[config.mk]
export PLATFORM = sky130hd
export DESIGN_NAME = board_wrapper
export DESIGN_NICKNAME = d
export VERILOG_FILES = /design/src/hdl/board_pkg.sv /design/src/hdl/board_wrapper.sv /design/src/hdl/cmd_engine.sv /design/src/hdl/uart_rx.sv /design/src/hdl/uart_tx.sv
export VERILOG_INCLUDE_DIRS = /design/src /design/src/hdl
export SDC_FILE = /design/constraint.sdc
export NUM_CORES = 1
export LEC_CHECK = 0
export BUFFER_PORTS_ARGS = -buffer_cell sky130_fd_sc_hd__buf_2
export CORE_ASPECT_RATIO = 0.9
export CORE_MARGIN = 3
export CORE_UTILIZATION = 35
export CTS_BUF_LIST = sky130_fd_sc_hd__clkbuf_8
export CTS_CLUSTER_SIZE = 40
export DETAILED_ROUTE_END_ITERATION = 6
export PLACE_DENSITY_LB_ADDON = 0.2
export SLEW_MARGIN = 10
export SYNTH_ARGS = -nofsm -noshare
export SYNTH_HDL_FRONTEND = slang
export SYNTH_SLANG_ARGS = --single-unit
[constraint.sdc]
create_clock -name clk -period 2.3 [get_ports clk]
set_clock_uncertainty 0.05 [all_clocks]
set_input_delay 0.23 -clock clk [delete_from_list [all_inputs] [get_ports clk]]
set_output_delay 0.23 -clock clk [all_outputs]
set_load 0.05 [all_outputs]
[src/hdl/board_defs.svh]
/* Timing and sizing constants. CLKS_PER_BIT should be even and at least 4,
   REG_DEPTH a power of two so the address byte maps onto it by its low bits. */
`ifndef BOARD_DEFS_SVH
`define BOARD_DEFS_SVH

// ----------------------------------------------------------
// UART timing
// ----------------------------------------------------------

// Clock cycles per serial bit
`define CLKS_PER_BIT 8

// ----------------------------------------------------------
// Scratch register file
// ----------------------------------------------------------

`define REG_DEPTH 16

`endif

[src/hdl/board_pkg.sv]
/* Shared types of the UART command subsystem.
   The register index width follows REG_DEPTH. */
`include "board_defs.svh"

package board_pkg;

   // One byte on the serial line and on both handshakes
   typedef logic [7:0] uart_byte_t;

   // Register index, low bits of the address byte
   typedef logic [$clog2(`REG_DEPTH)-1:0] reg_addr_t;

   // Opcode bytes in ASCII
   typedef enum logic [7:0] {
      OP_WRITE = 8'h57,
      OP_READ  = 8'h52
   } cmd_op_t;

   // Reply bytes
   localparam uart_byte_t REPLY_OK  = 8'h4B;
   localparam uart_byte_t REPLY_BAD = 8'h3F;

endpackage

[src/hdl/board_wrapper.sv]
/* Board top on a single clock with synchronous active-high reset.
   Pads are plain logic pins, idle high, 8N1 frames of CLKS_PER_BIT cycles per bit. */
`timescale 1ns/100ps

module board_wrapper (
   input  logic clk,
   input  logic rst,
   input  logic uart_rx_pad,
   output logic uart_tx_pad
);
   import board_pkg::*;

   logic       rx_req;
   logic       rx_ack;
   uart_byte_t rx_data;
   logic       tx_req;
   logic       tx_ack;
   uart_byte_t tx_data;

   // ----------------------------------------------------------
   // Serial in
   // ----------------------------------------------------------

   uart_rx i_uart_rx (
      .clk     ( clk         ),
      .rst     ( rst         ),
      .rxd     ( uart_rx_pad ),
      .rx_req  ( rx_req      ),
      .rx_ack  ( rx_ack      ),
      .rx_data ( rx_data     )
   );

   // ----------------------------------------------------------
   // Command core
   // ----------------------------------------------------------

   cmd_engine i_cmd_engine (
      .clk     ( clk     ),
      .rst     ( rst     ),
      .rx_req  ( rx_req  ),
      .rx_ack  ( rx_ack  ),
      .rx_data ( rx_data ),
      .tx_req  ( tx_req  ),
      .tx_ack  ( tx_ack  ),
      .tx_data ( tx_data )
   );

   // Serial out
   uart_tx i_uart_tx (
      .clk     ( clk         ),
      .rst     ( rst         ),
      .tx_req  ( tx_req      ),
      .tx_ack  ( tx_ack      ),
      .tx_data ( tx_data     ),
      .txd     ( uart_tx_pad )
   );

endmodule

[src/hdl/cmd_engine.sv]
/* Serves 'W' addr data and 'R' addr on a scratch register file; only the low
   address bits are used. No byte is taken while a reply is still pending. */
`timescale 1ns/100ps
`include "board_defs.svh"

module cmd_engine (
   input  logic                  clk,
   input  logic                  rst,
   input  logic                  rx_req,
   output logic                  rx_ack,
   input  board_pkg::uart_byte_t rx_data,
   output logic                  tx_req,
   input  logic                  tx_ack,
   output board_pkg::uart_byte_t tx_data
);
   import board_pkg::*;

   typedef enum logic [2:0] {
      ST_OPCODE,
      ST_ADDR,
      ST_DATA,
      ST_REPLY,
      ST_RELEASE
   } eng_state_t;

   eng_state_t state;
   cmd_op_t    op_q;
   reg_addr_t  addr_q;
   reg_addr_t  rx_addr;
   uart_byte_t reply_q;
   uart_byte_t regs [`REG_DEPTH];
   logic       collecting;
   logic       rx_take;

   // ----------------------------------------------------------
   // Receive side handshake
   // ----------------------------------------------------------

   assign collecting = (state == ST_OPCODE) || (state == ST_ADDR) || (state == ST_DATA);

   // A byte is taken on the first cycle rx_req is seen
   assign rx_take = collecting && rx_req && !rx_ack;
   assign rx_addr = rx_data[$bits(reg_addr_t)-1:0];

   always_ff @(posedge clk) begin
      if (rst) begin
         rx_ack <= 1'b0;
      end else if (rx_take) begin
         rx_ack <= 1'b1;
      end else if (rx_ack && !rx_req) begin
         rx_ack <= 1'b0;
      end
   end

   // ----------------------------------------------------------
   // Command FSM
   // ----------------------------------------------------------

   always_ff @(posedge clk) begin
      if (rst) begin
         state  <= ST_OPCODE;
         op_q   <= OP_READ;
         tx_req <= 1'b0;
      end else begin
         case (state)
            ST_OPCODE: begin
               if (rx_take) begin
                  if (rx_data == OP_WRITE || rx_data == OP_READ) begin
                     op_q  <= cmd_op_t'(rx_data);
                     state <= ST_ADDR;
                  end else begin
                     // Unknown opcode, answer at once
                     state <= ST_REPLY;
                  end
               end
            end
            ST_ADDR: begin
               if (rx_take) begin
                  state <= (op_q == OP_READ) ? ST_REPLY : ST_DATA;
               end
            end
            ST_DATA: begin
               if (rx_take) begin
                  state <= ST_REPLY;
               end
            end
            ST_REPLY: begin
               // Hold the request until the transmitter loads the byte
               if (tx_req && tx_ack) begin
                  tx_req <= 1'b0;
                  state  <= ST_RELEASE;
               end else begin
                  tx_req <= 1'b1;
               end
            end
            ST_RELEASE: begin
               if (!tx_ack) begin
                  state <= ST_OPCODE;
               end
            end
            default: begin
               state <= ST_OPCODE;
            end
         endcase
      end
   end

   // Reply byte and address; later bytes of a valid command overwrite the reply
   always_ff @(posedge clk) begin
      if (rx_take) begin
         case (state)
            ST_OPCODE: begin
               reply_q <= REPLY_BAD;
            end
            ST_ADDR: begin
               addr_q  <= rx_addr;
               reply_q <= regs[rx_addr];
            end
            ST_DATA: begin
               reply_q <= REPLY_OK;
            end
            default: begin
            end
         endcase
      end
   end

   // ----------------------------------------------------------
   // Scratch registers
   // ----------------------------------------------------------

   always_ff @(posedge clk) begin
      if (rst) begin
         for (int i = 0; i < `REG_DEPTH; i++) begin
            regs[i] <= '0;
         end
      end else if (rx_take && state == ST_DATA) begin
         regs[addr_q] <= rx_data;
      end
   end

   assign tx_data = reply_q;

endmodule

[src/hdl/uart_rx.sv]
/* 8N1 receiver, LSB first, with no overrun detection. The host has to wait for
   each reply before the next command; frames with a bad stop bit are dropped. */
`timescale 1ns/100ps
`include "board_defs.svh"

module uart_rx (
   input  logic                  clk,
   input  logic                  rst,
   input  logic                  rxd,
   output logic                  rx_req,
   input  logic                  rx_ack,
   output board_pkg::uart_byte_t rx_data
);
   import board_pkg::*;

   localparam int CNT_W = $clog2(`CLKS_PER_BIT);
   localparam logic [CNT_W-1:0] HALF_BIT = CNT_W'(`CLKS_PER_BIT / 2 - 1);
   localparam logic [CNT_W-1:0] FULL_BIT = CNT_W'(`CLKS_PER_BIT - 1);

   typedef enum logic [2:0] {
      RX_IDLE,
      RX_START,
      RX_DATA,
      RX_STOP,
      RX_HANDSHAKE
   } rx_state_t;

   rx_state_t        state;
   logic             rxd_meta;
   logic             rxd_sync;
   logic             rxd_prev;
   logic [CNT_W-1:0] cnt;
   logic [2:0]       bit_idx;
   uart_byte_t       shift_q;

   // Two-flop synchronizer, third stage for edge detection
   always_ff @(posedge clk) begin
      if (rst) begin
         rxd_meta <= 1'b1;
         rxd_sync <= 1'b1;
         rxd_prev <= 1'b1;
      end else begin
         rxd_meta <= rxd;
         rxd_sync <= rxd_meta;
         rxd_prev <= rxd_sync;
      end
   end

   always_ff @(posedge clk) begin
      if (rst) begin
         state   <= RX_IDLE;
         cnt     <= '0;
         bit_idx <= '0;
         rx_req  <= 1'b0;
      end else begin
         case (state)
            RX_IDLE: begin
               cnt <= '0;
               // Falling edge marks a start bit
               if (rxd_prev && !rxd_sync) begin
                  state <= RX_START;
               end
            end
            RX_START: begin
               if (cnt == HALF_BIT) begin
                  cnt     <= '0;
                  bit_idx <= '0;
                  // Line back high at mid-bit means a glitch
                  state   <= rxd_sync ? RX_IDLE : RX_DATA;
               end else begin
                  cnt <= cnt + 1'b1;
               end
            end
            RX_DATA: begin
               if (cnt == FULL_BIT) begin
                  cnt     <= '0;
                  bit_idx <= bit_idx + 1'b1;
                  if (bit_idx == 3'd7) begin
                     state <= RX_STOP;
                  end
               end else begin
                  cnt <= cnt + 1'b1;
               end
            end
            RX_STOP: begin
               if (cnt == FULL_BIT) begin
                  cnt <= '0;
                  if (rxd_sync) begin
                     rx_req <= 1'b1;
                     state  <= RX_HANDSHAKE;
                  end else begin
                     state <= RX_IDLE;
                  end
               end else begin
                  cnt <= cnt + 1'b1;
               end
            end
            RX_HANDSHAKE: begin
               if (rx_req && rx_ack) begin
                  rx_req <= 1'b0;
               end else if (!rx_req && !rx_ack) begin
                  // Start bit of a back-to-back frame may already be on the line
                  state <= rxd_sync ? RX_IDLE : RX_START;
               end
            end
            default: begin
               state <= RX_IDLE;
            end
         endcase
      end
   end

   // Data bits arrive LSB first, sampled mid-bit
   always_ff @(posedge clk) begin
      if (state == RX_DATA && cnt == FULL_BIT) begin
         shift_q <= {rxd_sync, shift_q[7:1]};
      end
   end

   assign rx_data = shift_q;

endmodule

[src/hdl/uart_tx.sv]
/* 8N1 transmitter, LSB first. One request sends exactly one frame; a new byte
   is taken only after the previous handshake has fully released. */
`timescale 1ns/100ps
`include "board_defs.svh"

module uart_tx (
   input  logic                  clk,
   input  logic                  rst,
   input  logic                  tx_req,
   output logic                  tx_ack,
   input  board_pkg::uart_byte_t tx_data,
   output logic                  txd
);
   import board_pkg::*;

   localparam int CNT_W = $clog2(`CLKS_PER_BIT);
   localparam logic [CNT_W-1:0] FULL_BIT = CNT_W'(`CLKS_PER_BIT - 1);

   typedef enum logic [2:0] {
      TX_IDLE,
      TX_START,
      TX_DATA,
      TX_STOP,
      TX_DONE
   } tx_state_t;

   tx_state_t        state;
   logic [CNT_W-1:0] cnt;
   logic [2:0]       bit_idx;
   logic             txd_q;
   logic             load;
   uart_byte_t       shift_q;

   assign load = (state == TX_IDLE) && tx_req && !tx_ack;

   always_ff @(posedge clk) begin
      if (rst) begin
         state   <= TX_IDLE;
         cnt     <= '0;
         bit_idx <= '0;
         tx_ack  <= 1'b0;
         txd_q   <= 1'b1;
      end else begin
         // Ack falls as soon as the requester lets go
         if (tx_ack && !tx_req) begin
            tx_ack <= 1'b0;
         end
         case (state)
            TX_IDLE: begin
               txd_q   <= 1'b1;
               cnt     <= '0;
               bit_idx <= '0;
               if (load) begin
                  tx_ack <= 1'b1;
                  state  <= TX_START;
               end
            end
            TX_START: begin
               txd_q <= 1'b0;
               if (cnt == FULL_BIT) begin
                  cnt   <= '0;
                  state <= TX_DATA;
               end else begin
                  cnt <= cnt + 1'b1;
               end
            end
            TX_DATA: begin
               txd_q <= shift_q[0];
               if (cnt == FULL_BIT) begin
                  cnt     <= '0;
                  bit_idx <= bit_idx + 1'b1;
                  if (bit_idx == 3'd7) begin
                     state <= TX_STOP;
                  end
               end else begin
                  cnt <= cnt + 1'b1;
               end
            end
            TX_STOP: begin
               txd_q <= 1'b1;
               if (cnt == FULL_BIT) begin
                  cnt   <= '0;
                  state <= TX_DONE;
               end else begin
                  cnt <= cnt + 1'b1;
               end
            end
            TX_DONE: begin
               txd_q <= 1'b1;
               // Wait for the four-phase exchange to close
               if (!tx_req && !tx_ack) begin
                  state <= TX_IDLE;
               end
            end
            default: begin
               state <= TX_IDLE;
            end
         endcase
      end
   end

   always_ff @(posedge clk) begin
      if (load) begin
         shift_q <= tx_data;
      end else if (state == TX_DATA && cnt == FULL_BIT) begin
         shift_q <= {1'b1, shift_q[7:1]};
      end
   end

   assign txd = txd_q;

endmodule

### Word level (Yosys, flattened, before mapping)

Memory sizes are Yosys's and may differ from the RTL's. A register that Yosys moved wholly into a read port is not among the register bits.
Cells that the tools add are included.
Widths: inputs -> output; s select.

| cells by class | value |
|---|---|
| add/sub/neg operators | 4 |
| equality and inequality tests | 40 |
| mux-type cells | 59 |
| reduce and logical (&&, ||, !) cells | 47 |

Operators by type and width:

| cell | count |
|---|---|
| $mux 3 | 25 |
| $pmux 3 s5 | 3 |
| $ne 2x1->1 const B | 18 |
| $eq 8x7->1 const B | 3 |
| $mux 8 | 3 |
| $pmux 8 s3 | 1 |
| $eq 3x2->1 const B | 7 |
| $eq 3x3->1 const B | 7 |
| $pmux 3 s2 | 3 |
| $mux 1 | 17 |
| $logic_and 1x1->1 | 14 |
| $add 3x1->3 const B | 4 |
| $reduce_bool 2->1 | 6 |
| $eq 3x1->1 const B | 3 |
| $logic_not 3->1 | 3 |
| $pmux 3 s3 | 1 |
| $reduce_bool 3->1 | 3 |
| $mux 4 | 2 |
| $reduce_or 8->1 | 1 |
| $reduce_and 7->1 | 1 |
| $reduce_and 2->1 | 3 |
| $reduce_and 3->1 | 2 |
| $reduce_and 6->1 | 1 |
| $reduce_or 3->1 | 2 |
| other kinds (9) | 17 |

| word-level totals | value |
|---|---|
| register bits after elaboration | 65 |
| bits in writable memories | 128 |
| word-level logic and storage cells | 171 |
| memories kept | 1 |

Memories:

| memory | depth | width | rd ports | clocked after Yosys merged registers in | write ports | line | source |
|---|---|---|---|---|---|---|---|
| i_cmd_engine.regs | 16 | 8 | 1 | 1 | 16 | cmd_engine.sv:31 | `` uart_byte_t regs [`REG_DEPTH]; `` |

### Longest topological paths before layout

| depth | value |
|---|---|
| depth in word-level cells | 11 |
| gate-level depth with buffers | 7 |
| gate-level depth less buffers | 7 |

### Hierarchy

A second synthesis with hierarchy kept.

| unflattened totals | value |
|---|---|
| cell total of the unflattened synthesis | 639 |
| area, all modules | 8879.8 µm² |

Modules (own cells, without submodules):

| module | times used | cells an instance | area an instance (µm²) | sequential area each (µm²) |
|---|---|---|---|---|
| cmd_engine | 1 | 484 | 7018.0 | 4464.3 |
| uart_tx | 1 | 77 | 934.6 | 460.4 |
| uart_rx | 1 | 78 | 927.1 | 500.5 |

### Worst setup path after synthesis

No wires, ideal clock.

| timing path | value |
|---|---|
| path kind | reg-to-reg |
| start | register (tool-made name) |
| end | register i_cmd_engine.reply_q[3] (netlist: i_cmd_engine.tx_data[3]), data pin |
| setup time | 268 ps |
| arrival time | 1697 ps |
| path slack | 284 ps |
| cell stages (with the launch flop) | 6 |
| path buffers | 2 |
| path through | dfxtp_1 > buf_6 > buf_8 > mux4_1 > mux4_2 > nand2b_1 |

RTL lines:

| item | line | source |
|---|---|---|
| to (signal assigned) | cmd_engine.sv:117 | `reply_q <= regs[rx_addr];` |
| to (decl) | cmd_engine.sv:30 | `uart_byte_t reply_q;` |

==> flow_summary.toml <==
[routing]
drtPass1Iterations = 5
wl_microns = 19200
via_per_inst = 4.92
drc_errors = 0
drtIter0Drc = 447
post_drt_wl_per_cell_microns = 19.1
drtAntennaViolNets = 0
vias = 4935

[pwr]
powerDensity_nw_per_um2 = 616
power.total_mw = 6.02
p_leak_nw = 3.51
ir_worst_vdd_v = 0.000283

[synth]
synth_most_common_cell = "edfxtp_1"
synth-seq-cells = 197
ys_top_cells_by_count = "edfxtp_1, and2_1, dfxtp_1, mux4_2, nor2_1"
synth-main-ff-cell = "edfxtp_1"
synth-edff-count = 156
async_flop_share_pct = 0
yosys.area.top_type = "edfxtp_1"
syn_area_per_cell_sq_um = 14.1
synth_top_area_share_pct = 53.1
synth_top_cells_by_area = "edfxtp_1, and2_1, dfxtp_1"
synth.cell_area_sq_um = 8810
yosys.cell_types.count = 51
syn_nets = 637
yosys_warnings = 0
syn-instance-count = 624
yosysSeqAreaShare_pct = 62.5

[run]
drv_cap = 0

[die]
die_w_microns = 173
core_sq_um = 24500
io_pins = 4
start_util_pct = 35.9
die_area_sq_um = 27100
die_h_microns = 157
rows = 54

[critical_path]
worst-path-buf-inv = 1
cp_data_required_time_ps = 2410
worstPathCellList = "nor4b_2, buf_4, nand4b_1, nor3_1, or2_2"
cp_max_fo = 8
cp_slowest_stage_delay_ps = 430
critical_path.top_delay_family = "simple AND/OR/NAND/NOR gates"
worst_ep_arrival_time_ps = 2170
crit_path_end_kind = "register"
crit_path_start_kind = "register"
worstSetupPathType = "reg2reg"
cp_slowest_cell = "dfxtp_1"

[place]
dpl_cell_area_sq_um = 9410
gp_congestion = 0.839
port_buffers = 3
dpl.hpwl_microns = 13300
place_ws_ps = 143
placed_cells = 971

[layout]
final_area_sq_um = 9760
area_growth_pct = 10.7
diodes = 0
stdcell_count = 1003
drive_above_1_share_pct = 20.8
post-route-util_pct = 39.8
nets = 668

[run_status]
status = "completed"

[timing]
holdWs_ps = 125
rsz0062_at_grt = "false"
fin_ws_ps = 244
finalHoldViolCount = 0
setup-tns-final_ps = 0
worst_pin_slew_ps = 583
fin_crit_ps = 2060
slew_headroom_pct = 60.6
slew_viol_final = 0
post-route-period-util_pct = 89.4
fmax_ghz = 0.486
report.final.setup_viol = 0

[clock_network]
path_clk_slew_ps = 90
numClockSinks = 197
cts_buffer_depth = 2
clk_latency_ps = 460
cts-root-buf = "clkbuf_8"
cts_max_level = 4
cts_tree = "done"
cts_buffers = 17

[global_route]
grt_use_total_pct = 14.9
grt_pass1_wl_microns = 30400
grt_overflow = 0
grt_pass1_vias = 5090
grt_antenna_before_repair = 1
grt_start_max_net_pins = 48

[hold_path]
worstHoldPathType = "in2reg"
per-layer routing:
metal  vias to the layer above  track usage, %  wire length (microns)
li1                       2352               -                      -
met1                      2461            20.8                   8960
met2                       100            23.7                   9030
met3                        22            2.60                    783
met4                         0            5.21                    417
met5                         -               0                      0
worst reg2reg max path, stage by stage, from the launching register on:
cell and delay [ps]:
dfxtp_1 430, nor4b_2 250, buf_4 170, nand4b_1 200, nor3_1 370, or2_2 290
area by class of cell:
class | count | area (sq um)
repair buffers | 44 | 350
multi-input cells | 388 | 3130
clock inverters | 14 | 98.8
clock buffers | 17 | 234
flip-flops and latches | 197 | 5510
fillers | 2224 | 14800
inverters | 7 | 26.3
well taps | 336 | 420
registers in the layout (all words and copies together), names as in the netlist, 3 cells and up, named ones only:
signal,cells
i_uart_tx.cnt,3
i_cmd_engine.state,3
i_uart_rx.state,3
i_cmd_engine.addr_q,4
i_uart_tx.bit_idx,3
i_uart_rx.bit_idx,3
i_uart_tx.state,3
i_uart_rx.rx_data,8
i_uart_tx.shift_q,8
i_uart_rx.cnt,3
i_cmd_engine.op_q,8
i_cmd_engine.regs,128
i_cmd_engine.tx_data,8
cells in the final DEF (no fill, tap or decap), types with 8 or more instances in the layout:
| cell type | n |
|---|---|
| and2_1 | 132 |
| nand2_1 | 24 |
| buf_4 | 38 |
| mux2_2 | 14 |
| mux4_2 | 29 |
| nor3_1 | 10 |
| clkbuf_8 | 17 |
| nand2b_1 | 13 |
| a21oi_1 | 18 |
| dfxtp_1 | 40 |
| nor2_1 | 29 |
| ha_1 | 10 |
| inv_1 | 10 |
| edfxtp_1 | 156 |
| or2_2 | 21 |
| nand3_1 | 8 |
kinds of logic (layout without fill, tap and decap cells):
logic type / count (synthesis) / after routing / synth area share (%)
flops: 197 / 197 / 62.5
fa+ha+maj: 10 / 10 / 1.42
simple gates: 272 / 272 / 18.2
xor+xnor: 2 / 2 / 0.199
buf+inv: 39 / 82 / 2.14
mux: 57 / 57 / 12.1
compound gates: 47 / 47 / 3.49
timing repair:
action / in CTS / in global routing
gates resized for setup: 0 / 1
hold buffers: 1 / 0
buffers inserted: 0 / 0
endpoints found under the setup margin: 0 / 8
endpoints found under the hold margin: 1 / 0
report_power, final:
group	switching, mW	internal [mW]
clock	1.14	0.822
combinational	0.0729	0.0508
sequential	0.0360	3.90
worst paths after layout:
| kind | cells after the start | slack (ps) | to | start |
|---|---|---|---|---|
| hold / removal | 4 | 130 | i_cmd_engine.rx_ack$_SDFFE_PP0P_ | rst |
| setup / recovery | 5 | 240 | i_cmd_engine.regs[8][7]$_SDFFCE_PN0P_ | i_cmd_engine.state[1]$_SDFFE_PP0P_ |
| hold reg to reg | 1 | 380 | i_uart_rx.rxd_sync$_SDFF_PP1_ | i_uart_rx.rxd_meta$_SDFF_PP1_ |
| setup reg to reg | 5 | 240 | i_cmd_engine.regs[8][7]$_SDFFCE_PN0P_ | i_cmd_engine.state[1]$_SDFFE_PP0P_ |
No activity file was read; power rests on OpenSTA's default activity.
